===== src/logic/priv_cfg.svh =====
// ~~~~~~~~~~~~~~~~~~~~
// CSR window bases and PMA reset table
// Region word is {cfg_1, cfg_0} with one byte per half
// ~~~~~~~~~~~~~~~~~~~~
`ifndef PRIV_CFG_SVH
`define PRIV_CFG_SVH

// Custom CSR windows of 16 and 3 entries
`define PMA_CSR_BASE 12'hBC0
`define CNT_CSR_BASE 12'hBD0

// Half-region byte is {R, W, X, acc_width[1:0], 3'b000}
// E8 RWX half, D0 RW word, C8 RW half, C0 RW byte
// B0 RX word, 88 R half, 80 R byte, 00 no access
`define PMA_DEFAULT_0  16'hB0B0
`define PMA_DEFAULT_1  16'hE8E8
`define PMA_DEFAULT_2  16'hD0D0
`define PMA_DEFAULT_3  16'hD0C8
`define PMA_DEFAULT_4  16'hC088
`define PMA_DEFAULT_5  16'h00D0
`define PMA_DEFAULT_6  16'hE8B0
`define PMA_DEFAULT_7  16'hD000
`define PMA_DEFAULT_8  16'h8888
`define PMA_DEFAULT_9  16'hE8D0
`define PMA_DEFAULT_10 16'hB0D0
`define PMA_DEFAULT_11 16'h80C0
`define PMA_DEFAULT_12 16'hD0E8
`define PMA_DEFAULT_13 16'h0000
`define PMA_DEFAULT_14 16'hC8D0
`define PMA_DEFAULT_15 16'hD0D0

`endif


===== src/logic/priv_pkg.sv =====
// ~~~~~~~~~~~~~~~~~~~~
// Shared types of the PMA subsystem
// Access width codes are ordered, larger code means wider access
// ~~~~~~~~~~~~~~~~~~~~
package priv_pkg;

  // Access width, compared as unsigned
  typedef enum logic [1:0] {
    ACC_BYTE = 2'd0,
    ACC_HALF = 2'd1,
    ACC_WORD = 2'd2
  } acc_width_e;

  // One half-region, 8 bits
  typedef struct packed {
    logic       R;
    logic       W;
    logic       X;
    acc_width_e acc_width;
    logic [2:0] reserved;
  } pma_cfg_t;

  // One region, upper half first
  typedef struct packed {
    pma_cfg_t pma_cfg_1;
    pma_cfg_t pma_cfg_0;
  } pma_reg_t;

  // Memory access, 37 bits
  typedef struct packed {
    logic [31:0] addr;
    logic        ren;
    logic        wen;
    logic        xen;
    acc_width_e  acc_width;
  } mem_req_t;

  typedef struct packed {
    logic l_fault;
    logic s_fault;
    logic i_fault;
  } pma_fault_t;

  // CSR request, active is the write strobe
  typedef struct packed {
    logic [11:0] addr;
    logic        active;
    logic [31:0] wdata;
  } csr_req_t;

  typedef struct packed {
    logic        ack;
    logic        invalid_csr;
    logic [31:0] rdata;
  } csr_rsp_t;

  // Standard mcause codes for access faults
  typedef enum logic [3:0] {
    EXC_INSTR_ACCESS = 4'd1,
    EXC_LOAD_ACCESS  = 4'd5,
    EXC_STORE_ACCESS = 4'd7
  } exc_cause_e;

endpackage


===== src/logic/csr_ext_mux.sv =====
// ~~~~~~~~~~~~~~~~~~~~
// Extension windows must not overlap
// ~~~~~~~~~~~~~~~~~~~~
`timescale 1ns/1ps

module csr_ext_mux
  import priv_pkg::*;
(
  input  csr_rsp_t pma_rsp,
  input  csr_rsp_t cnt_rsp,
  output csr_rsp_t csr_rsp
);

  logic [31:0] pma_data;
  logic [31:0] cnt_data;
  logic        any_ack;

  // Gate each extension by its own ack
  assign pma_data = pma_rsp.ack ? pma_rsp.rdata : 32'h0;
  assign cnt_data = cnt_rsp.ack ? cnt_rsp.rdata : 32'h0;
  assign any_ack  = pma_rsp.ack | cnt_rsp.ack;

  always_comb begin
    csr_rsp.ack = any_ack;
    // Unclaimed address, nobody answers
    csr_rsp.invalid_csr = !any_ack;
    csr_rsp.rdata = pma_data | cnt_data;
  end

  // Overlapping windows would merge two data words
  always_comb begin
    a_one_ack : assert (!(pma_rsp.ack && cnt_rsp.ack));
  end

endmodule


===== config.mk =====
export PLATFORM = sky130hd
export DESIGN_NAME = csr_ext_mux
export DESIGN_NICKNAME = d
export VERILOG_FILES = /design/src/logic/priv_cfg.svh /design/src/logic/priv_pkg.sv /design/src/logic/csr_ext_mux.sv
export SDC_FILE = /design/constraint.sdc
export NUM_CORES = 1
export LEC_CHECK = 0
export BUFFER_PORTS_ARGS = -buffer_cell sky130_fd_sc_hd__buf_2
export CAP_MARGIN = 20
export CORE_MARGIN = 10
export CORE_UTILIZATION = 20
export DETAILED_ROUTE_END_ITERATION = 7
export GPL_ROUTABILITY_DRIVEN = 0
export PLACE_DENSITY = 0.81
export SLEW_MARGIN = 20
export SYNTH_ARGS = -nofsm -noshare
export SYNTH_HDL_FRONTEND = slang
export SYNTH_SLANG_ARGS = --single-unit
export TNS_END_PERCENT = 100

===== constraint.sdc =====
create_clock -name vclk -period 0.8
set_clock_uncertainty 0.2 [all_clocks]
set_input_delay 0.04 -clock vclk [all_inputs]
set_output_delay 0.04 -clock vclk [all_outputs]
set_load 0.01 [all_outputs]

==> results.sh <==
export IMPL_first_pass_iters=4
export IMPL_antenna_left=0
export IMPL_worst_pin_slew_ps=98.62
export IMPL_drt_total_wl_mm=2.888
export IMPL_yosys_warnings=0
export IMPL_fin_setup_tns_ps=-2564
export IMPL_drtIter0Drc=19
export IMPL_flops_and_latches=0
export IMPL_die_y_um=64.04
export IMPL_violations="negative setup slack"
export IMPL_antenna_found_initial=0
export IMPL_layout_setup_ws_ps=-99.53
export IMPL_crit_type="input port to output pin"
export IMPL_initial_core_util_pct=21.75
export IMPL_synth_largest_area_cell="a22o_1"
export IMPL_setup_viol=33
export IMPL_path_max_fanout=6
export IMPL_die_area_um2=4101
export IMPL_cts_setup_buffers=0
export IMPL_die_w_um=64.04
export IMPL_fill_cells=145
export IMPL_worstPathCellList="buf_12 -> clkbuf_16 -> a22o_1 -> buf_2"
export IMPL_routed_via_density=4.817
export IMPL_cp_data_arrival_time_ps=660
export IMPL_status="complete, but fails checks"
export IMPL_finalHoldViolations=0
export IMPL_portBuffers=100
export IMPL_grt_max_degree=11
export IMPL_core_rowCount=15
export IMPL_critPathTopFamily="buffers and inverters"
export IMPL_vias=814
export IMPL_timing_final_crit_share_pct=112.4
export IMPL_cp_num_buf_inv=3
export IMPL_nClkBuffers=0
export IMPL_slowest_delay_ps=200
export IMPL_final_cell_count_no_fill=169
export IMPL_track_usage_pct=12.51
export IMPL_overflow=0
export IMPL_cap_violations=0
export IMPL_area_delta_synth_final_pct=187.7
export IMPL_grt_pass1_vias=883
export IMPL_relSlewSlack_pct=93.43
export IMPL_layout_commonest_cell="buf_2"
export IMPL_grt_pass1_wl_mm=4.395
export IMPL_nets=214
export IMPL_syn_inst=43
export IMPL_final_util_pct=62.60
export IMPL_synth_cell_types=5
export IMPL_syn_avg_cell_area_um2=9.020
export IMPL_hold_path_class="input port to output pin"
export IMPL_design_core_area_um2=1783
export IMPL_seqCellArea_um2=0
export IMPL_layout_common_cells="buf_2 (95), a22o_1 (32), buf_12 (6), buf_16 (5), buf_6 (3)"
export IMPL_diodes=0
export IMPL_dp_cells=163
export IMPL_required_ps=560
export IMPL_layout_drive_gt1_share_pct=77.08
export IMPL_fmax_mhz=1112
export IMPL_p_per_area_nw_per_um2=638.8
export IMPL_syn_area_um2=387.9
export IMPL_p_leak_uw=0.0006664
export IMPL_cp_end_kind="output pin"
export IMPL_rsz0062_at_grt="true"
export IMPL_seq_area_frac_synth_pct=0
export IMPL_slowest_stage="a22o_1"
export IMPL_place_hpwl_mm=2.316
export IMPL_drc=0
export IMPL_peakVddDrop_mv=0.3516
export IMPL_yosys_top_cells_area="a22o_1 (72%), buf_6 (23%), buf_4 (1.9%), or2_2 (1.6%), nor2_1 (0.97%)"
export IMPL_min_period_ps=899.5
export IMPL_ctsHoldBuffers=0
export IMPL_wire_per_inst_um=17.09
export IMPL_io_pins=102
export IMPL_start_kind="input port"
export IMPL_yosysTopAreaCellShare_pct=72.26
export IMPL_syn_nets=111
export IMPL_slew_violations=0
[routing by layer]
metal,global-route usage (%),routed length (µm),vias up
met3,8.188,464,2
met4,0.2732,2,0
met5,0,0,-
met1,12.91,1021,356
li1,-,-,389
met2,21.89,1400,67
[cell usage after synthesis]
master	number
buf_6	8
a22o_1	32
buf_4	1
nor2_1	1
or2_2	1
[repair_timing]
action | in CTS | in global routing
pin swaps | 1 | 0
gates resized for setup | 14 | 2
endpoints found under the setup margin | 33 | 33
gates cloned | 5 | 1
endpoints found under the hold margin | 0 | 0
[per-stage QoR]
stage	power [µW]	hold WS, ps	setup WS [ps]	area, µm²
floorplan	287.0	26.47	50.61	394.1
global placement	573.7	174.2	-132.0	904.6
detailed placement	585.8	175.9	-141.3	904.6
CTS	698.9	175.5	-88.31	1079
global route	775.0	191.2	-109.8	1116
finish	712.9	173.5	-99.53	1116
[final timing paths]
| path | startpoint | to | slack, ps | depth (start not counted) |
|---|---|---|---|---|
| worst min-delay path | cnt_rsp[13] | csr_rsp[13] | 170 | 3 |
| worst max-delay path | pma_rsp[33] | csr_rsp[19] | -100 | 4 |
[logic make-up (layout without fill, tap and decap cells)]
kind of cell	count (synthesis)	in the layout	synth area share [%]
buffers and inverters	9	110	25.16
AND/OR/NAND/NOR	2	2	2.581
AO/OA/AOI/OAI	32	32	72.26
[power by group]
part / switching [µW] / total (µW) / internal (µW)
sequential: 0 / 0 / 0
clock: 0 / 0 / 0
combinational: 275 / 713 / 438
total: 275 / 713 / 438
[layout make-up]
cell class / count / area [µm²] / area share [%]
timing repair buffer: 110 / 792.0 / 70.96
multi-input combinational: 34 / 292.8 / 26.23
tap: 25 / 31.28 / 2.803
(Power assumes the default switching activity.)
