<file path="src/logic/priv_cfg.svh">
// ~~~~~~~~~~~~~~~~~~~~
// CSR window bases and PMA reset table
// Region word is {cfg_1, cfg_0} with one byte per half
// ~~~~~~~~~~~~~~~~~~~~
`ifndef PRIV_CFG_SVH
`define PRIV_CFG_SVH

// Custom CSR windows of 16 and 3 entries
`define PMA_CSR_BASE 12'hBC0
`define CNT_CSR_BASE 12'hBD0

// Half-region byte is {R, W, X, acc_width[1:0], 3'b000}
// E8 RWX half, D0 RW word, C8 RW half, C0 RW byte
// B0 RX word, 88 R half, 80 R byte, 00 no access
`define PMA_DEFAULT_0  16'hB0B0
`define PMA_DEFAULT_1  16'hE8E8
`define PMA_DEFAULT_2  16'hD0D0
`define PMA_DEFAULT_3  16'hD0C8
`define PMA_DEFAULT_4  16'hC088
`define PMA_DEFAULT_5  16'h00D0
`define PMA_DEFAULT_6  16'hE8B0
`define PMA_DEFAULT_7  16'hD000
`define PMA_DEFAULT_8  16'h8888
`define PMA_DEFAULT_9  16'hE8D0
`define PMA_DEFAULT_10 16'hB0D0
`define PMA_DEFAULT_11 16'h80C0
`define PMA_DEFAULT_12 16'hD0E8
`define PMA_DEFAULT_13 16'h0000
`define PMA_DEFAULT_14 16'hC8D0
`define PMA_DEFAULT_15 16'hD0D0

`endif

</file>
<file path="src/logic/priv_pkg.sv">
// ~~~~~~~~~~~~~~~~~~~~
// Shared types of the PMA subsystem
// Access width codes are ordered, larger code means wider access
// ~~~~~~~~~~~~~~~~~~~~
package priv_pkg;

  // Access width, compared as unsigned
  typedef enum logic [1:0] {
    ACC_BYTE = 2'd0,
    ACC_HALF = 2'd1,
    ACC_WORD = 2'd2
  } acc_width_e;

  // One half-region, 8 bits
  typedef struct packed {
    logic       R;
    logic       W;
    logic       X;
    acc_width_e acc_width;
    logic [2:0] reserved;
  } pma_cfg_t;

  // One region, upper half first
  typedef struct packed {
    pma_cfg_t pma_cfg_1;
    pma_cfg_t pma_cfg_0;
  } pma_reg_t;

  // Memory access, 37 bits
  typedef struct packed {
    logic [31:0] addr;
    logic        ren;
    logic        wen;
    logic        xen;
    acc_width_e  acc_width;
  } mem_req_t;

  typedef struct packed {
    logic l_fault;
    logic s_fault;
    logic i_fault;
  } pma_fault_t;

  // CSR request, active is the write strobe
  typedef struct packed {
    logic [11:0] addr;
    logic        active;
    logic [31:0] wdata;
  } csr_req_t;

  typedef struct packed {
    logic        ack;
    logic        invalid_csr;
    logic [31:0] rdata;
  } csr_rsp_t;

  // Standard mcause codes for access faults
  typedef enum logic [3:0] {
    EXC_INSTR_ACCESS = 4'd1,
    EXC_LOAD_ACCESS  = 4'd5,
    EXC_STORE_ACCESS = 4'd7
  } exc_cause_e;

endpackage

</file>
<file path="src/logic/fault_cause.sv">
// ~~~~~~~~~~~~~~~~~~~~
// Expects one-hot faults; cause and tval hold until the next fault
// ~~~~~~~~~~~~~~~~~~~~
`timescale 1ns/1ps

module fault_cause
  import priv_pkg::*;
(
  input  logic        CLK,
  input  logic        nRST,
  input  pma_fault_t  pma_fault,
  input  logic [31:0] fault_addr,
  output logic        cause_valid,
  output exc_cause_e  cause,
  output logic [31:0] tval
);

  exc_cause_e nxt_cause;
  logic       any_fault;

  assign any_fault = pma_fault.l_fault | pma_fault.s_fault | pma_fault.i_fault;

  // Encode fault flag to mcause code
  always_comb begin
    nxt_cause = EXC_LOAD_ACCESS;
    if (pma_fault.s_fault) begin
      nxt_cause = EXC_STORE_ACCESS;
    end else if (pma_fault.i_fault) begin
      nxt_cause = EXC_INSTR_ACCESS;
    end
  end

  always_ff @(posedge CLK, negedge nRST) begin
    if (!nRST) begin
      cause_valid <= 1'b0;
      cause       <= EXC_LOAD_ACCESS;
      tval        <= '0;
    end else begin
      // Single-cycle pulse per faulting access
      cause_valid <= any_fault;
      if (any_fault) begin
        cause <= nxt_cause;
        tval  <= fault_addr;
      end
    end
  end

endmodule

</file>
<file path="config.mk">
export PLATFORM = sky130hd
export DESIGN_NAME = fault_cause
export DESIGN_NICKNAME = d
export VERILOG_FILES = /design/src/logic/priv_cfg.svh /design/src/logic/priv_pkg.sv /design/src/logic/fault_cause.sv
export SDC_FILE = /design/constraint.sdc
export NUM_CORES = 1
export LEC_CHECK = 0
export BUFFER_PORTS_ARGS = -buffer_cell sky130_fd_sc_hd__buf_2
export CORE_MARGIN = 10
export CORE_UTILIZATION = 46
export CTS_CLUSTER_SIZE = 16
export DETAILED_ROUTE_END_ITERATION = 12
export HOLD_SLACK_MARGIN = 0.12
export PLACE_DENSITY = 0.83
export SLEW_MARGIN = 20
export SYNTH_ARGS = -nofsm -noshare
export SYNTH_HDL_FRONTEND = slang
export SYNTH_SLANG_ARGS = --single-unit
</file>
<file path="constraint.sdc">
create_clock -name CLK -period 1.6 [get_ports CLK]
set_clock_uncertainty 0.1 [all_clocks]
set_input_delay 0.16 -clock CLK [delete_from_list [all_inputs] [get_ports CLK]]
set_output_delay 0.16 -clock CLK [all_outputs]
set_load 0.02 [all_outputs]
</file>
==> flow_summary.json <==
{
  "status": "complete, no violations",
  "clockBufferDepth": 2,
  "hold_class": "input pin to flop",
  "grt_use_met3": 0.0956,
  "yosysSeqAreaShare": 0.656,
  "grt_use_met2": 0.241,
  "fmax_mhz": 649,
  "drtAntennaViolNets": 0,
  "area_delta_synth_final_pct": 60.4,
  "grt_pass1_vias": 1274,
  "path_class": "input pin to flop",
  "start_util": 0.485,
  "io_pins": 74,
  "ir_worst_vdd_mv": 0.788,
  "worstPathArrival_ps": 1660,
  "finalSetupTns_ps": 0,
  "path_clk_slew_ps": 100,
  "leakage_nw": 1.03,
  "synthTopCellsByArea": "dfrtp_1, mux2_2, buf_6, dfstp_2, mux2_1",
  "fp.dieArea_um2": 5460,
  "rows": 19,
  "gp_congestion": 0.658,
  "cp-start-kind": "input pin",
  "syn_area_um2": 1340,
  "yosys.area.top_type": "dfrtp_1",
  "die_h_um": 73.9,
  "yosysWarnings": 0,
  "grt_max_degree": 22,
  "core_area_um2": 2760,
  "antenna_found_initial": 0,
  "drive_above_1_share": 0.577,
  "synth_top_area_share": 0.637,
  "cts.sinks": 35,
  "overflow": 0,
  "wl_mm": 3.84,
  "dpl.hpwl_mm": 2.63,
  "grt_first_pass_wirelength_mm": 6.07,
  "post_cts_buffers": 0,
  "total_power_w": 0.00180,
  "rsz0062_at_grt": "false",
  "via_per_inst": 4.63,
  "cp.required_ps": 1720,
  "cts_tree": "built",
  "maxCapViolations": 0,
  "fin_crit_sh": 0.964,
  "hold_viol": 0,
  "critical-path-slowest-cell": "dlygate4sd3_1",
  "num_vias": 1047,
  "drtIter0Drc": 44,
  "htree_num_levels": 2,
  "gr-usage-met1": 0.133,
  "fin_crit_ps": 1540,
  "finalMaxSlewViolations": 0,
  "synth_nets": 117,
  "avgRoutedWirePerCell_um": 17.0,
  "portBuffers": 71,
  "busiest_layer": "met2",
  "synth_seq_cells": 35,
  "synth_cells": 80,
  "synth.distinct_cells": 12,
  "cp-end-kind": "flop",
  "drcViolationCount": 0,
  "dr.pass1.iters": 4,
  "cts_buffers": 5,
  "track_usage": 0.148,
  "cp_max_fo": 21,
  "num-fill-cells": 175,
  "crit_chain": "dlygate4sd3_1, buf_2, nor3_4, buf_6, mux2_2",
  "powerDensity_nw_per_um2": 842,
  "root_buffer": "clkbuf_4",
  "syn_avg_cell_area_um2": 16.7,
  "slowest_delay_ps": 530,
  "final_nets": 230,
  "fp.dieW_um": 73.9,
  "clk_latency_ps": 320,
  "report.final.setup_viol": 0
}
[per-stage QoR]
step	utilization	std cells	hold WS, ps	cell area, um^2	setup WS (ps)
2_1_floorplan	-	80	-236	1340	411
3_3_place_gp	0.623	180	10.2	1720	261
3_5_place_dp	0.623	180	24.1	1720	202
4_1_cts	0.775	225	191	2140	5.81
5_1_grt	0.776	225	162	2140	34.9
6_report	0.777	226	160	2140	58.3
[metal layers]
layer	vias to the layer above	wire [um]
li1	497	-
met2	55	1980
met5	-	0
met1	483	1230
met3	12	512
met4	0	113
[timing repair]
action                                  4_1_cts  5_1_grt
endpoints found under the setup margin        0       20
gates resized for setup                       0        1
hold buffers                                 37        0
hold endpoints to repair                     69        0
[state kept, by name (all words and copies together) (netlist names)]
signal       cells
tval            32
cause_valid      1
cause            2
[Yosys cell counts]
| cell | count |
|---|---|
| buf_6 | 3 |
| dfrtp_1 | 34 |
| buf_4 | 2 |
| dfstp_2 | 1 |
| conb_1 | 2 |
| mux2_2 | 30 |
| o21bai_1 | 1 |
| nor3_4 | 1 |
| a21o_1 | 1 |
| mux2_1 | 2 |
| inv_1 | 1 |
| nor2_1 | 2 |
[layout by cell type, fill, tap and decap left out, types with 2 or more instances in the layout]
master         synthesis  layout
buf_2                  0      71
dlygate4sd3_1          0      37
mux2_2                30      30
conb_1                 2       2
dfrtp_1               34      34
clkbuf_1               0       2
clkbuf_4               0       5
mux2_1                 2       2
nor2_1                 2       2
[layout make-up]
cell class	count	area, um^2	area share
Antenna cell	1	2.50	0.00117
Clock buffer	7	45.0	0.0210
Multi-Input combinational cell	39	407	0.190
Sequential cell	35	877	0.409
Clock inverter	1	5.00	0.00234
Tap cell	31	38.8	0.0181
Timing Repair Buffer	111	764	0.357
Inverter	1	3.75	0.00175
[kinds of logic (layout without fill, tap and decap cells)]
family | after synthesis | count (layout) | synth area share
flip-flops | 35 | 35 | 0.656
multiplexers | 32 | 32 | 0.270
buffers and inverters | 6 | 120 | 0.0393
AND/OR/NAND/NOR | 3 | 3 | 0.0178
other | 2 | 3 | 0.00562
AO/OA/AOI/OAI | 2 | 2 | 0.0112
[final timing paths]
path	startpoint	to	slack, ps	cells after the start
worst max-delay path	pma_fault[1]	tval[15]	60	5
worst min-delay path	pma_fault[2]	cause_valid	160	4
worst max register to register	cause[2]	cause[2]	190	3
worst min register to register	tval[2]	tval[2]	390	1
max in group asynchronous	nRST	tval[14]	770	3
min in group asynchronous	nRST	cause[1]	190	2
[worst max-delay path: cells and delay by family]
family | cells | cell delay, ps
buf+inv | 3 | 920
mux | 1 | 360
simple gates | 1 | 210
[report_power, final]
part / total (W) / leakage, nW / internal, W / switching, W
Combinational: 0.000385 / 0.594 / 0.000195 / 0.000190
Clock: 0.000440 / 0.0293 / 0.000171 / 0.000269
Sequential: 0.000979 / 0.404 / 0.000948 / 0.0000311
Total: 0.00180 / 1.03 / 0.00131 / 0.000490
No activity file was read; power rests on OpenSTA's default activity.
