$ cat src/logic/priv_cfg.svh
// ~~~~~~~~~~~~~~~~~~~~
// CSR window bases and PMA reset table
// Region word is {cfg_1, cfg_0} with one byte per half
// ~~~~~~~~~~~~~~~~~~~~
`ifndef PRIV_CFG_SVH
`define PRIV_CFG_SVH

// Custom CSR windows of 16 and 3 entries
`define PMA_CSR_BASE 12'hBC0
`define CNT_CSR_BASE 12'hBD0

// Half-region byte is {R, W, X, acc_width[1:0], 3'b000}
// E8 RWX half, D0 RW word, C8 RW half, C0 RW byte
// B0 RX word, 88 R half, 80 R byte, 00 no access
`define PMA_DEFAULT_0  16'hB0B0
`define PMA_DEFAULT_1  16'hE8E8
`define PMA_DEFAULT_2  16'hD0D0
`define PMA_DEFAULT_3  16'hD0C8
`define PMA_DEFAULT_4  16'hC088
`define PMA_DEFAULT_5  16'h00D0
`define PMA_DEFAULT_6  16'hE8B0
`define PMA_DEFAULT_7  16'hD000
`define PMA_DEFAULT_8  16'h8888
`define PMA_DEFAULT_9  16'hE8D0
`define PMA_DEFAULT_10 16'hB0D0
`define PMA_DEFAULT_11 16'h80C0
`define PMA_DEFAULT_12 16'hD0E8
`define PMA_DEFAULT_13 16'h0000
`define PMA_DEFAULT_14 16'hC8D0
`define PMA_DEFAULT_15 16'hD0D0

`endif

$ cat src/logic/priv_pkg.sv
// ~~~~~~~~~~~~~~~~~~~~
// Shared types of the PMA subsystem
// Access width codes are ordered, larger code means wider access
// ~~~~~~~~~~~~~~~~~~~~
package priv_pkg;

  // Access width, compared as unsigned
  typedef enum logic [1:0] {
    ACC_BYTE = 2'd0,
    ACC_HALF = 2'd1,
    ACC_WORD = 2'd2
  } acc_width_e;

  // One half-region, 8 bits
  typedef struct packed {
    logic       R;
    logic       W;
    logic       X;
    acc_width_e acc_width;
    logic [2:0] reserved;
  } pma_cfg_t;

  // One region, upper half first
  typedef struct packed {
    pma_cfg_t pma_cfg_1;
    pma_cfg_t pma_cfg_0;
  } pma_reg_t;

  // Memory access, 37 bits
  typedef struct packed {
    logic [31:0] addr;
    logic        ren;
    logic        wen;
    logic        xen;
    acc_width_e  acc_width;
  } mem_req_t;

  typedef struct packed {
    logic l_fault;
    logic s_fault;
    logic i_fault;
  } pma_fault_t;

  // CSR request, active is the write strobe
  typedef struct packed {
    logic [11:0] addr;
    logic        active;
    logic [31:0] wdata;
  } csr_req_t;

  typedef struct packed {
    logic        ack;
    logic        invalid_csr;
    logic [31:0] rdata;
  } csr_rsp_t;

  // Standard mcause codes for access faults
  typedef enum logic [3:0] {
    EXC_INSTR_ACCESS = 4'd1,
    EXC_LOAD_ACCESS  = 4'd5,
    EXC_STORE_ACCESS = 4'd7
  } exc_cause_e;

endpackage

$ cat src/logic/fault_counter_ext.sv
// ~~~~~~~~~~~~~~~~~~~~
// Three 32-bit fault counters at CNT_CSR_BASE + 0..2, wrapping
// A CSR write wins over a same-cycle increment
// ~~~~~~~~~~~~~~~~~~~~
`timescale 1ns/1ps
`include "priv_cfg.svh"

module fault_counter_ext
  import priv_pkg::*;
(
  input  logic       CLK,
  input  logic       nRST,
  input  csr_req_t   csr_req,
  input  pma_fault_t pma_fault,
  output csr_rsp_t   cnt_rsp
);

  localparam logic [11:0] CNT_BASE = `CNT_CSR_BASE;

  logic [2:0][31:0] cnt;
  logic [2:0]       fault_vec;
  logic [1:0]       cnt_idx;
  logic             hit;

  // Index 0 load, 1 store, 2 fetch
  assign fault_vec = {pma_fault.i_fault, pma_fault.s_fault, pma_fault.l_fault};
  assign cnt_idx   = csr_req.addr[1:0];

  // Offset 3 of the aligned block is not claimed
  assign hit = (csr_req.addr[11:2] == CNT_BASE[11:2]) && (cnt_idx != 2'd3);

  always_ff @(posedge CLK, negedge nRST) begin
    if (!nRST) begin
      cnt <= '0;
    end else begin
      for (int i = 0; i < 3; i++) begin
        if (csr_req.active && hit && (cnt_idx == 2'(i))) begin
          cnt[i] <= csr_req.wdata;
        end else if (fault_vec[i]) begin
          cnt[i] <= cnt[i] + 32'd1;
        end
      end
    end
  end

  always_comb begin
    cnt_rsp             = '0;
    cnt_rsp.ack         = hit;
    cnt_rsp.invalid_csr = 1'b0;
    if (hit) begin
      cnt_rsp.rdata = cnt[cnt_idx];
    end
  end

  // Mux ORs data, an idle extension must stay quiet
  a_rdata_quiet : assert property (@(posedge CLK) disable iff (!nRST)
    !cnt_rsp.ack |-> (cnt_rsp.rdata == '0));

endmodule

$ cat config.mk
export PLATFORM = sky130hd
export DESIGN_NAME = fault_counter_ext
export DESIGN_NICKNAME = d
export VERILOG_FILES = /design/src/logic/priv_pkg.sv /design/src/logic/fault_counter_ext.sv
export VERILOG_INCLUDE_DIRS = /design/src /design/src/logic
export SDC_FILE = /design/constraint.sdc
export NUM_CORES = 1
export LEC_CHECK = 0
export BUFFER_PORTS_ARGS = -buffer_cell sky130_fd_sc_hd__buf_2
export CAP_MARGIN = 20
export CORE_AREA = 10 10 110 112
export CTS_BUF_LIST = sky130_fd_sc_hd__clkbuf_8
export DETAILED_ROUTE_END_ITERATION = 10
export DIE_AREA = 0 0 120 122
export GPL_ROUTABILITY_DRIVEN = 0
export PLACE_DENSITY_LB_ADDON = 0.05
export SKIP_LAST_GASP = 1
export SYNTH_ARGS = -nofsm -noshare
export SYNTH_HDL_FRONTEND = slang
export SYNTH_SLANG_ARGS = --single-unit
$ cat constraint.sdc
create_clock -name CLK -period 5.2 [get_ports CLK]
set_clock_uncertainty 0.1 [all_clocks]
set_input_delay 0.52 -clock CLK [delete_from_list [all_inputs] [get_ports CLK]]
set_output_delay 0.52 -clock CLK [all_outputs]
set_load 0.01 [all_outputs]
==> impl_results.md, run 1 <==
- Status: completed
- Main flop type after synthesis: dfrtp_1
- Hold Vio Cnt, Final: 0
- First-pass GRT wire length: approximately 28000 um
- Max rail drop VDD: ~0.19 mV
- Share of layout cells above drive strength 1: 15.9%
- Via count: 5577
- H-tree depth: 3
- CTS sink count: between 90 and 100
- Setup Total Neg Slack: 0 ps
- Yosys reg bits: 96
- CP max stage cell: a2111oi_2
- Reg power frac: 53.9%
- CTS tree: done
- P_leak: approximately 0.0029 uW
- PnR worst setup slack: approximately 1800 ps
- Clock power frac: between 20 and 30%
- Hold Buf Count CTS: 0
- Fin crit share: 66.3%
- Post-synth top area cell: dfrtp_1
- Layout area overhead: 9.87%
- Placed Area: approximately 6700 um^2
- WL/cell: 18.1 um
- Number of synthesized flops with an enable pin: 0
- Largest Register: cnt
- Synth Area in XOR/XNOR: 13.0%
- GR Overflow Total: 0
- PwrDens: between 200 and 300 nW/um^2
- Clock Tree Buf Depth: 2
- Chip width: between 100 and 150 um
- Syn. warnings: 0
- Syn_area_per_cell: between 8 and 9 um^2
- CP Class: in2out
- Drt drc: 0
- Vias per cell: between 5 and 6
- Post-place setup slack: around 1600 ps
- Synth unique cells: 45
- Num CTS Buffers: 9
- Initial core utilization: between 60% and 70%
- DRT Pass-1 Iters: 5
- CP delay by family, top: buffers and inverters
- Biggest regs: cnt: 96 flops
- CP Max Fanout: 36
- CORE AREA: 10000 um^2
- Max FFs per register: between 90 and 100
- DR iter-0 viols: approximately 500
- Highest clock rate: 290 MHz
- Internal power: roughly 1200 uW
- WP buf/inv: 3
- Compound-cell area share of the yosys netlist: approximately a tenth
- Syn_nets: between 800 and 900
- Largest net degree at the start of global routing: 64
- Critical Path Most Common Cell: buf_2
- Worst slew margin: 24.9%
- Most frequent cells after synthesis: nand2_1, dfrtp_1, o21ai_0, nor2_1, xor2_1
- Post-Syn Instances: roughly 750
- Final Max Tran Viols: 0
- # resized after CTS: 0
- CP Launch Type: input pin
- CP max stage delay: roughly 630 ps
- Post-layout util: between 60% and 70%
- Clock tree root driver cell: clkbuf_8
- FP Rows: 37
- Hpwl dp: between 10000 and 15000 um
- Post-CTS setup buffers: 0
- Mux cell area share after synthesis: between 6 and 7%
- Post-route cell area: approximately 6900 um^2
- R2R cell count: 5
- Die ar.: between 10000 and 15000 um^2
- Top cells by area, synth: dfrtp_1, nand2_1, o21ai_0
- Post-synthesis cell area: approximately 6300 um^2
- Worst Tran Pin Value: around 1100 ps
- Tmin final: 3450 ps
- Routed Antenna Nets: 0
- Setup-failing EPs final: 0
- CP required: 4580 ps
- Asr flop ratio synth: 100%
- Design Power: around 1700 uW
- Net switching power: 542 uW
- Clock transition at path regs: around 90 ps
- Ant diodes: 0
- Io pins: 84
- Total GRT Usage: 23.4%
- Maxcap violations: 0
- Fill count: between 900 and 1000
- Post-synthesis sequential area ratio: about two fifths
- Adder-Cell Fraction of Synth Area: less than 1%
- Levels on crit path: 6
- Synth top area share: about two fifths
- Sw frac: ~31%
- Vias in the first global route: roughly 5500
- Worst Hold Class: in2async
- Simple-gate share of the synthesized area: approximately 27%
- I/O Buffers: between 80 and 90
- Crit. End Element: output pin
- Worst skew pair latency: 370 ps
- Final wirelength: around 17000 um
- Worst-path cell chain: buf_2, a2111oi_2, nand2_1, buf_8, nor2_1, buf_2
- RSZ-0062 raised after global routing: false
- Worst path arrival time: between 2000 and 3000 ps
- Largest family of logic cells by synthesized area: simple AND/OR/NAND/NOR gates
- Cell with the most instances after synthesis: nand2_1
- Initial antenna violation count: 0
- Vert. Die Dim: roughly 120 um
- Comb power frac: approximately 17%
- Nets: roughly 860
==> final timing paths <==
path | startpoint | slack (ps) | endpoint
setup / recovery | csr_req[34] | 1750 | cnt_rsp[14]
hold / removal | nRST | 140 | cnt[63]
setup reg to reg | cnt[0] | 2760 | cnt[19]
hold reg to reg | cnt[95] | 490 | cnt[95]
max in group asynchronous | nRST | 3850 | cnt[28]
min in group CLK | csr_req[13] | 280 | cnt[13]
==> layout by cell type, fill, tap and decap left out, drive strengths merged, types with 2 or more instances in the layout <==
| cell | count |
|---|---|
| or2 | 2 |
| a21oi | 32 |
| ha | 3 |
| nor4bb | 3 |
| clkbuf | 11 |
| clkinv | 2 |
| nor4 | 15 |
| and2 | 2 |
| nor4b | 3 |
| clkinvlp | 2 |
| and4 | 9 |
| nor3 | 13 |
| mux2i | 35 |
| nand4 | 22 |
| xor2 | 47 |
| mux2 | 3 |
| dfrtp | 96 |
| buf | 89 |
| nand2 | 126 |
| nand3 | 43 |
| xnor2 | 46 |
| o21ai | 93 |
| nor2 | 80 |
| and3 | 15 |
| inv | 8 |
==> through the flow <==
stage,std cells,hold WS (ps)
floorplan,752,124
global placement,927,462
detailed placement,928,473
CTS,944,153
global route,945,179
finish,945,135
==> routing by layer <==
metal	track usage (%)	share of wire, %	routed length (um)	vias to the layer above
met2	38.5	48	8190	194
met3	3.28	5.6	953	31
met4	9.80	2.8	488	0
met1	30.4	44	7510	2663
met5	0	0	0	-
li1	-	-	-	2689
==> cells by family (layout without fill, tap and decap cells) <==
| kind of cell | Yosys count | after routing |
|---|---|---|
| other cells | 1 | 1 |
| compound gates | 126 | 126 |
| mux | 38 | 38 |
| fa+ha+maj | 3 | 3 |
| simple gates | 339 | 339 |
| flops | 96 | 96 |
| xor+xnor | 93 | 93 |
| buf+inv | 56 | 113 |
==> area by class of cell <==
cell class                      instances  area, um^2  area share (%)
Clock inverter                          5        55.1           0.800
Sequential cell                        96        2400            34.9
Clock buffer                           11         151            2.20
Tap cell                              136         170            2.47
Multi-Input combinational cell        600        3600            52.4
Inverter                                8        30.0           0.436
Timing Repair Buffer                   89         470            6.84
==> worst reg2reg max path, cell delays in order (launching register included) <==
cell and delay, ps:
dfrtp_1 430, nand4_1 310, nor2_1 860, nand4_1 210
xnor2_1 160, mux2_2 260
==> power by group through the flow <==
stage / combinational [uW] / clock [uW] / sequential (uW)
after floorplan: 202 / 0 / 927
after global placement: 278 / 0 / 949
after detailed placement: 295 / 0 / 956
after CTS: 293 / 522 / 941
after global routing: 332 / 550 / 959
final: 292 / 514 / 943
No activity file was read; power rests on OpenSTA's default activity.
==> run 2, diff against run 1 <==
CORE_AREA = 10 10 114 116   (was 10 10 110 112)
DIE_AREA = 0 0 124 126   (was 0 0 120 122)
clock period = 3.2 ns   (was 5.2 ns; I/O delays follow)
==> impl_results.md, run 2 (synthesized netlist as in run 1, its figures left out) <==
- GR peak layer: met2
- Multi-input logic area: 3600 um^2 (unchanged)
- Clock tree root driver cell: clkbuf_8
- Hold slack: 87.2 ps (-48.2 ps)
- Total GRT Usage: 22.8% (-0.59 points)
- Global routing usage on met1: 30.1% (-0.31 points)
- Internal power: 1870 uW (+55%)
- Largest net degree at the start of global routing: 64 (unchanged)
- Hold_sp: csr_req[2]
- Vert. Die Dim: 126 um (+3.3%)
- Met3 GRT Util: 3.80% (+0.51 points)
- Num CTS Buffers: 9 (unchanged)
- CP max stage delay: 510 ps (-120 ps)
- Die ar.: 15600 um^2 (+6.7%)
- PnR worst setup slack: 828 ps (-927 ps)
- Sw frac: 32.1% (+1.1 points)
- Final Max Tran Viols: 0 (unchanged)
- Worst slew margin: 39.5% (+15 points)
- CP max stage cell: buf_2
- Maxcap violations: 0 (unchanged)
- Worst path arrival time: 1950 ps (-880 ps)
- Placed instance count: 939 (+1.2%)
- Reg area: 2400 um^2 (unchanged)
- Share of layout cells above drive strength 1: 16.1% (+0.17 points)
- Clock power frac: 26.4% (-3.0 points)
- # resized after CTS: 0 (unchanged)
- CP required: 2780 ps (-1800 ps)
- H-tree depth: 3 (unchanged)
- Crit path to: cnt_rsp[16]
- Worst skew pair latency: 370 ps (about the same)
- Crit. End Element: output pin
- Final wirelength: 17900 um (+4.3%)
- Fin crit share: between 70% and 80%
- Hold Vio Cnt, Final: 0 (unchanged)
- PwrDens: 398 nW/um^2 (+57%)
- First-pass GRT wire length: 29000 um (+3.5%)
- Initial core utilization: 58.6% (-3.8 points)
- Clock Tree Buf Depth: 2 (unchanged)
- Met2 usage: 37.4% (-1.2 points)
- Clock transition at path regs: 90 ps (about the same)
- Most frequent cells in the layout: nand2_1, dfrtp_1, o21ai_0, buf_2, nor2_1
- Net switching power: 884 uW (+63%)
- Status: completed
- Comb power frac: 17.8% (+1.1 points)
- WL/cell: 18.8 um (+3.4%)
- CP Max Fanout: 20 (-44%)
- CORE AREA: 10700 um^2 (+6.5%)
- Post-place setup slack: 624 ps (-980 ps)
- GR Overflow Total: 0 (unchanged)
- Nets: 864 (+0.82%)
- CP Class: in2out
- Biggest regs: cnt: 96 flops
- Flop2flop setup slack: 830 ps (-1930 ps)
- Largest Register: cnt
- Highest clock rate: between 400 and 500 MHz
- Reg power frac: 55.7% (+1.8 points)
- Layout area overhead: 10.6%
- Setup Total Neg Slack: 0 ps (unchanged)
- Hold Buf Count CTS: 1 (+1)
- I/O Buffers: 82 (unchanged)
- FP Rows: 38 (+2.7%)
- Fill count: 957 (+2.4%)
- Chip width: 124 um (+3.3%)
- R2R cell count: 5 (unchanged)
- Post-CTS setup buffers: 0 (unchanged)
- Critical Path Start: csr_req[34]
- Drt drc: 0 (unchanged)
- Vias per cell: 5.82 (-1.3%)
- DRT Pass-1 Iters: 5 (unchanged)
- Worst R2R Start: cnt[40]
- Hpwl dp: 12800 um (+4.1%)
- DR iter-0 viols: 312 (-37%)
- Reg-to-Reg End: cnt[63]
- Final std cells w/o fill: 953 (+0.85%)
- CP Launch Type: input pin
- Worst Hold Class: in2reg
- Max FFs per register: 96 (unchanged)
- CTS tree: done
- Via count: 5551 (-0.47%)
- Post-layout util: 64.8% (-3.7 points)
- Routed Antenna Nets: 0 (unchanged)
- Worst Tran Pin Value: 898 ps (-228 ps)
- Tmin final: about 2400 ps
- CTS sink count: 96 (unchanged)
- Max rail drop VDD: 0.332 mV (+77%)
- Worst-path cell chain: buf_2, buf_4, mux2i_1, nor2_1, a21oi_1, nor2_1, buf_2
- RSZ-0062 raised after global routing: false
- Initial antenna violation count: 1 (+1)
- P_leak: 0.00289 uW (+0.96%)
- Io pins: 84 (unchanged)
- Vias in the first global route: 5581 (+1.2%)
- Commonest non-fill, non-tap cell in the layout: nand2_1
- Ant diodes: 0 (unchanged)
- Setup-failing EPs final: 0 (unchanged)
-- run 2: routing by layer --
metal	part of all wire, %	vias to the layer above
met3	5.9	18
met1	44	2682
met2	48	171
met4	1.3	0
met5	0	-
li1	-	2680
-- run 2: cell type report --
| type | count | area share [%] |
|---|---|---|
| multi-input cells | 600 | 52.0 |
| inverters | 8 | 0.433 |
| flip-flops and latches | 96 | 34.7 |
| clock inverters | 2 | 0.126 |
| clock buffers | 11 | 2.18 |
| well taps | 140 | 2.53 |
| repair buffers | 96 | 8.05 |
-- run 2: worst min-delay path by stage --
stage	slack (ps)	end	cells after the start
4_1_cts	80	cnt[66]	3
6_report	90	cnt[66]	3
3_3_place_gp	340	cnt[63]	1
3_5_place_dp	340	cnt[63]	1
2_1_floorplan	-80	cnt[0]	0
5_1_grt	100	cnt[17]	3
-- run 2: power groups by stage --
stage	combinational (uW)	clock [uW]	sequential, uW
final	491	729	1540
after global routing	552	786	1560
after CTS	491	740	1530
after detailed placement	479	0	1550
after global placement	462	0	1540
after floorplan	328	0	1510
-- run 2: worst max-delay path: cells and delay by family --
family	cells	cell delay, ps
AND/OR/NAND/NOR	2	110
AO/OA/AOI/OAI	1	170
buffers and inverters	3	1090
multiplexers	1	240
-- run 2: stage by stage --
step | cell area, um^2 | power, uW
2_1_floorplan | 6260 | 1830
3_3_place_gp | 6760 | 2010
3_5_place_dp | 6760 | 2030
4_1_cts | 6930 | 2760
5_1_grt | 6930 | 2900
6_report | 6930 | 2760
==> run 3, diff against run 2 <==
clock period = 2.5 ns   (was 3.2 ns; I/O delays follow)
==> impl_results.md, run 3 (synthesized netlist as in run 1, its figures left out) <==
- Max rail drop VDD: 0.341 mV (+2.7%)
- Worst skew pair latency: 380 ps (about the same)
- Tmin final: around 2200 ps
- Layout area overhead: 12.4%
- P_leak: 0.00296 uW (+2.4%)
- Final Max Tran Viols: 0 (unchanged)
- WL/cell: 18.1 um (-3.6%)
- Worst path arrival time: 2380 ps (+430 ps)
- Vias in the first global route: 5481 (-1.8%)
- Share of layout cells above drive strength 1: 17.3% (+1.2 points)
- Vias per cell: 5.72 (-1.7%)
- Total GRT Usage: 22.5% (-0.34 points)
- Clock Tree Buf Depth: 2 (unchanged)
- Clock transition at path regs: 90 ps (about the same)
- Final wirelength: 17500 um (-2.3%)
- Post-CTS setup buffers: 0 (unchanged)
- H-tree depth: 3 (unchanged)
- Setup-failing EPs final: 0 (unchanged)
- CP required: 2700 ps (-80 ps)
- Hold Vio Cnt, Final: 0 (unchanged)
- Vert. Die Dim: 126 um (unchanged)
- Drt drc: 0 (unchanged)
- Chip width: 124 um (unchanged)
- CTS sink count: 96 (unchanged)
- CORE AREA: 10700 um^2 (unchanged)
- Biggest regs: cnt: 96 flops
- CP Max Fanout: 6 (-70%)
- RSZ-0062 raised after global routing: false
- Commonest non-fill, non-tap cell in the layout: nand2_1
- First-pass GRT wire length: 28300 um (-2.4%)
- Maxcap violations: 0 (unchanged)
- GR Overflow Total: 0 (unchanged)
- Status: completed
- Num CTS Buffers: 9 (unchanged)
- CP Class: reg2reg
- Crit. End Element: flop
- Most frequent cells in the layout: nand2_1, dfrtp_1, o21ai_0, buf_2, nor2_1
- DRT Pass-1 Iters: 4 (-1)
- Worst Tran Pin Value: 614 ps (-285 ps)
- Largest Register: cnt
- Routed Antenna Nets: 0 (unchanged)
- Largest net degree at the start of global routing: 65 (+1.6%)
- Worst slew margin: 59.1% (+20 points)
- Worst Hold Class: in2reg
- Die ar.: 15600 um^2 (unchanged)
- Flop2flop setup slack: 330 ps (-500 ps)
- PwrDens: 511 nW/um^2 (+28%)
- CP Launch Type: flop
- CTS tree: done
- Placed Area: 6850 um^2 (+1.3%)
- Initial core utilization: 58.6% (unchanged)
- Nets: 874 (+1.2%)
- I/O Buffers: 82 (unchanged)
- DR iter-0 viols: 420 (+35%)
- Max FFs per register: 96 (unchanged)
- Fin crit share: between 80% and 90%
- Ant diodes: 0 (unchanged)
- Post-route cell area: 7040 um^2 (+1.6%)
- Via count: 5529 (-0.40%)
- Hpwl dp: 12800 um (about the same)
- Setup Total Neg Slack: 0 ps (unchanged)
- Highest clock rate: 461 MHz
- Io pins: 84 (unchanged)
- Fill count: 945 (-1.3%)
- Clock tree root driver cell: clkbuf_8
- Initial antenna violation count: 0 (-1)
- FP Rows: 38 (unchanged)
run 3: changes by cell type in the layout (fill, tap and decap cells not counted):
cell | previous run | this run
clkbuf_8 | 11 | 12
buf_4 | 11 | 20
clkinvlp_4 | 0 | 1
inv_1 | 9 | 10
buf_12 | 3 | 4
run 3: path summary, 6_finish.rpt:
kind / endpoint / cells after the start / start
max reg2reg: cnt[62] / 6 / cnt[32]
max in group asynchronous: cnt[81] / 3 / nRST
min reg2reg: cnt[95] / 2 / cnt[95]
min in group asynchronous: cnt[63] / 2 / nRST
max: cnt[62] / 6 / cnt[32]
min: cnt[32] / 3 / csr_req[0]
run 3: per-layer routing:
layer  wire (um)  up-vias  global-route usage [%]
met4         294        0                    6.17
met1        7780     2646                    29.9
met5           0        -                       0
met3         926       24                    3.93
met2        8460      138                    36.7
li1            -     2721                       -
run 3: power by group:
group | leakage, uW | internal [uW] | total (uW) | switching [uW]
combinational | 0.00156 | 287 | 629 | 342
sequential | 0.00130 | 1720 | 1960 | 243
clock | 0.000101 | 436 | 1000 | 568
total | 0.00296 | 2440 | 3600 | 1150
run 3: what timing repair did:
item,CTS,global route
resized for setup,0,0
hold buffers,1,0
endpoints found under the hold margin,32,0
run 3: through the flow:
| stage | util [%] | hold WS, ps | setup slack [ps] | cells | power, uW |
|---|---|---|---|---|---|
| after floorplan | - | -146 | 480 | 752 | 2350 |
| after global placement | 64.0 | 126 | 254 | 949 | 2570 |
| after detailed placement | 64.0 | 135 | 205 | 949 | 2610 |
| after CTS | 65.8 | 0.689 | 351 | 966 | 3600 |
| after global routing | 65.8 | 9.14 | 195 | 966 | 3770 |
| final | 65.8 | 4.79 | 329 | 966 | 3600 |
run 3: final cells by class:
| type | instances | area (um^2) | area share (%) |
|---|---|---|---|
| clock buffers | 12 | 165 | 2.35 |
| clock inverters | 4 | 20.0 | 0.284 |
| inverters | 8 | 30.0 | 0.426 |
| multi-input cells | 600 | 3600 | 51.2 |
| flip-flops and latches | 96 | 2400 | 34.1 |
| well taps | 140 | 175 | 2.49 |
| repair buffers | 106 | 646 | 9.17 |
run 3: critical path, cell delays in order, from the launching register on:
cell	delay, ps
dfrtp_1	430
ha_1	210
and4_1	290
and4_1	540
nand4_1	200
xor2_1	180
o21ai_0	140
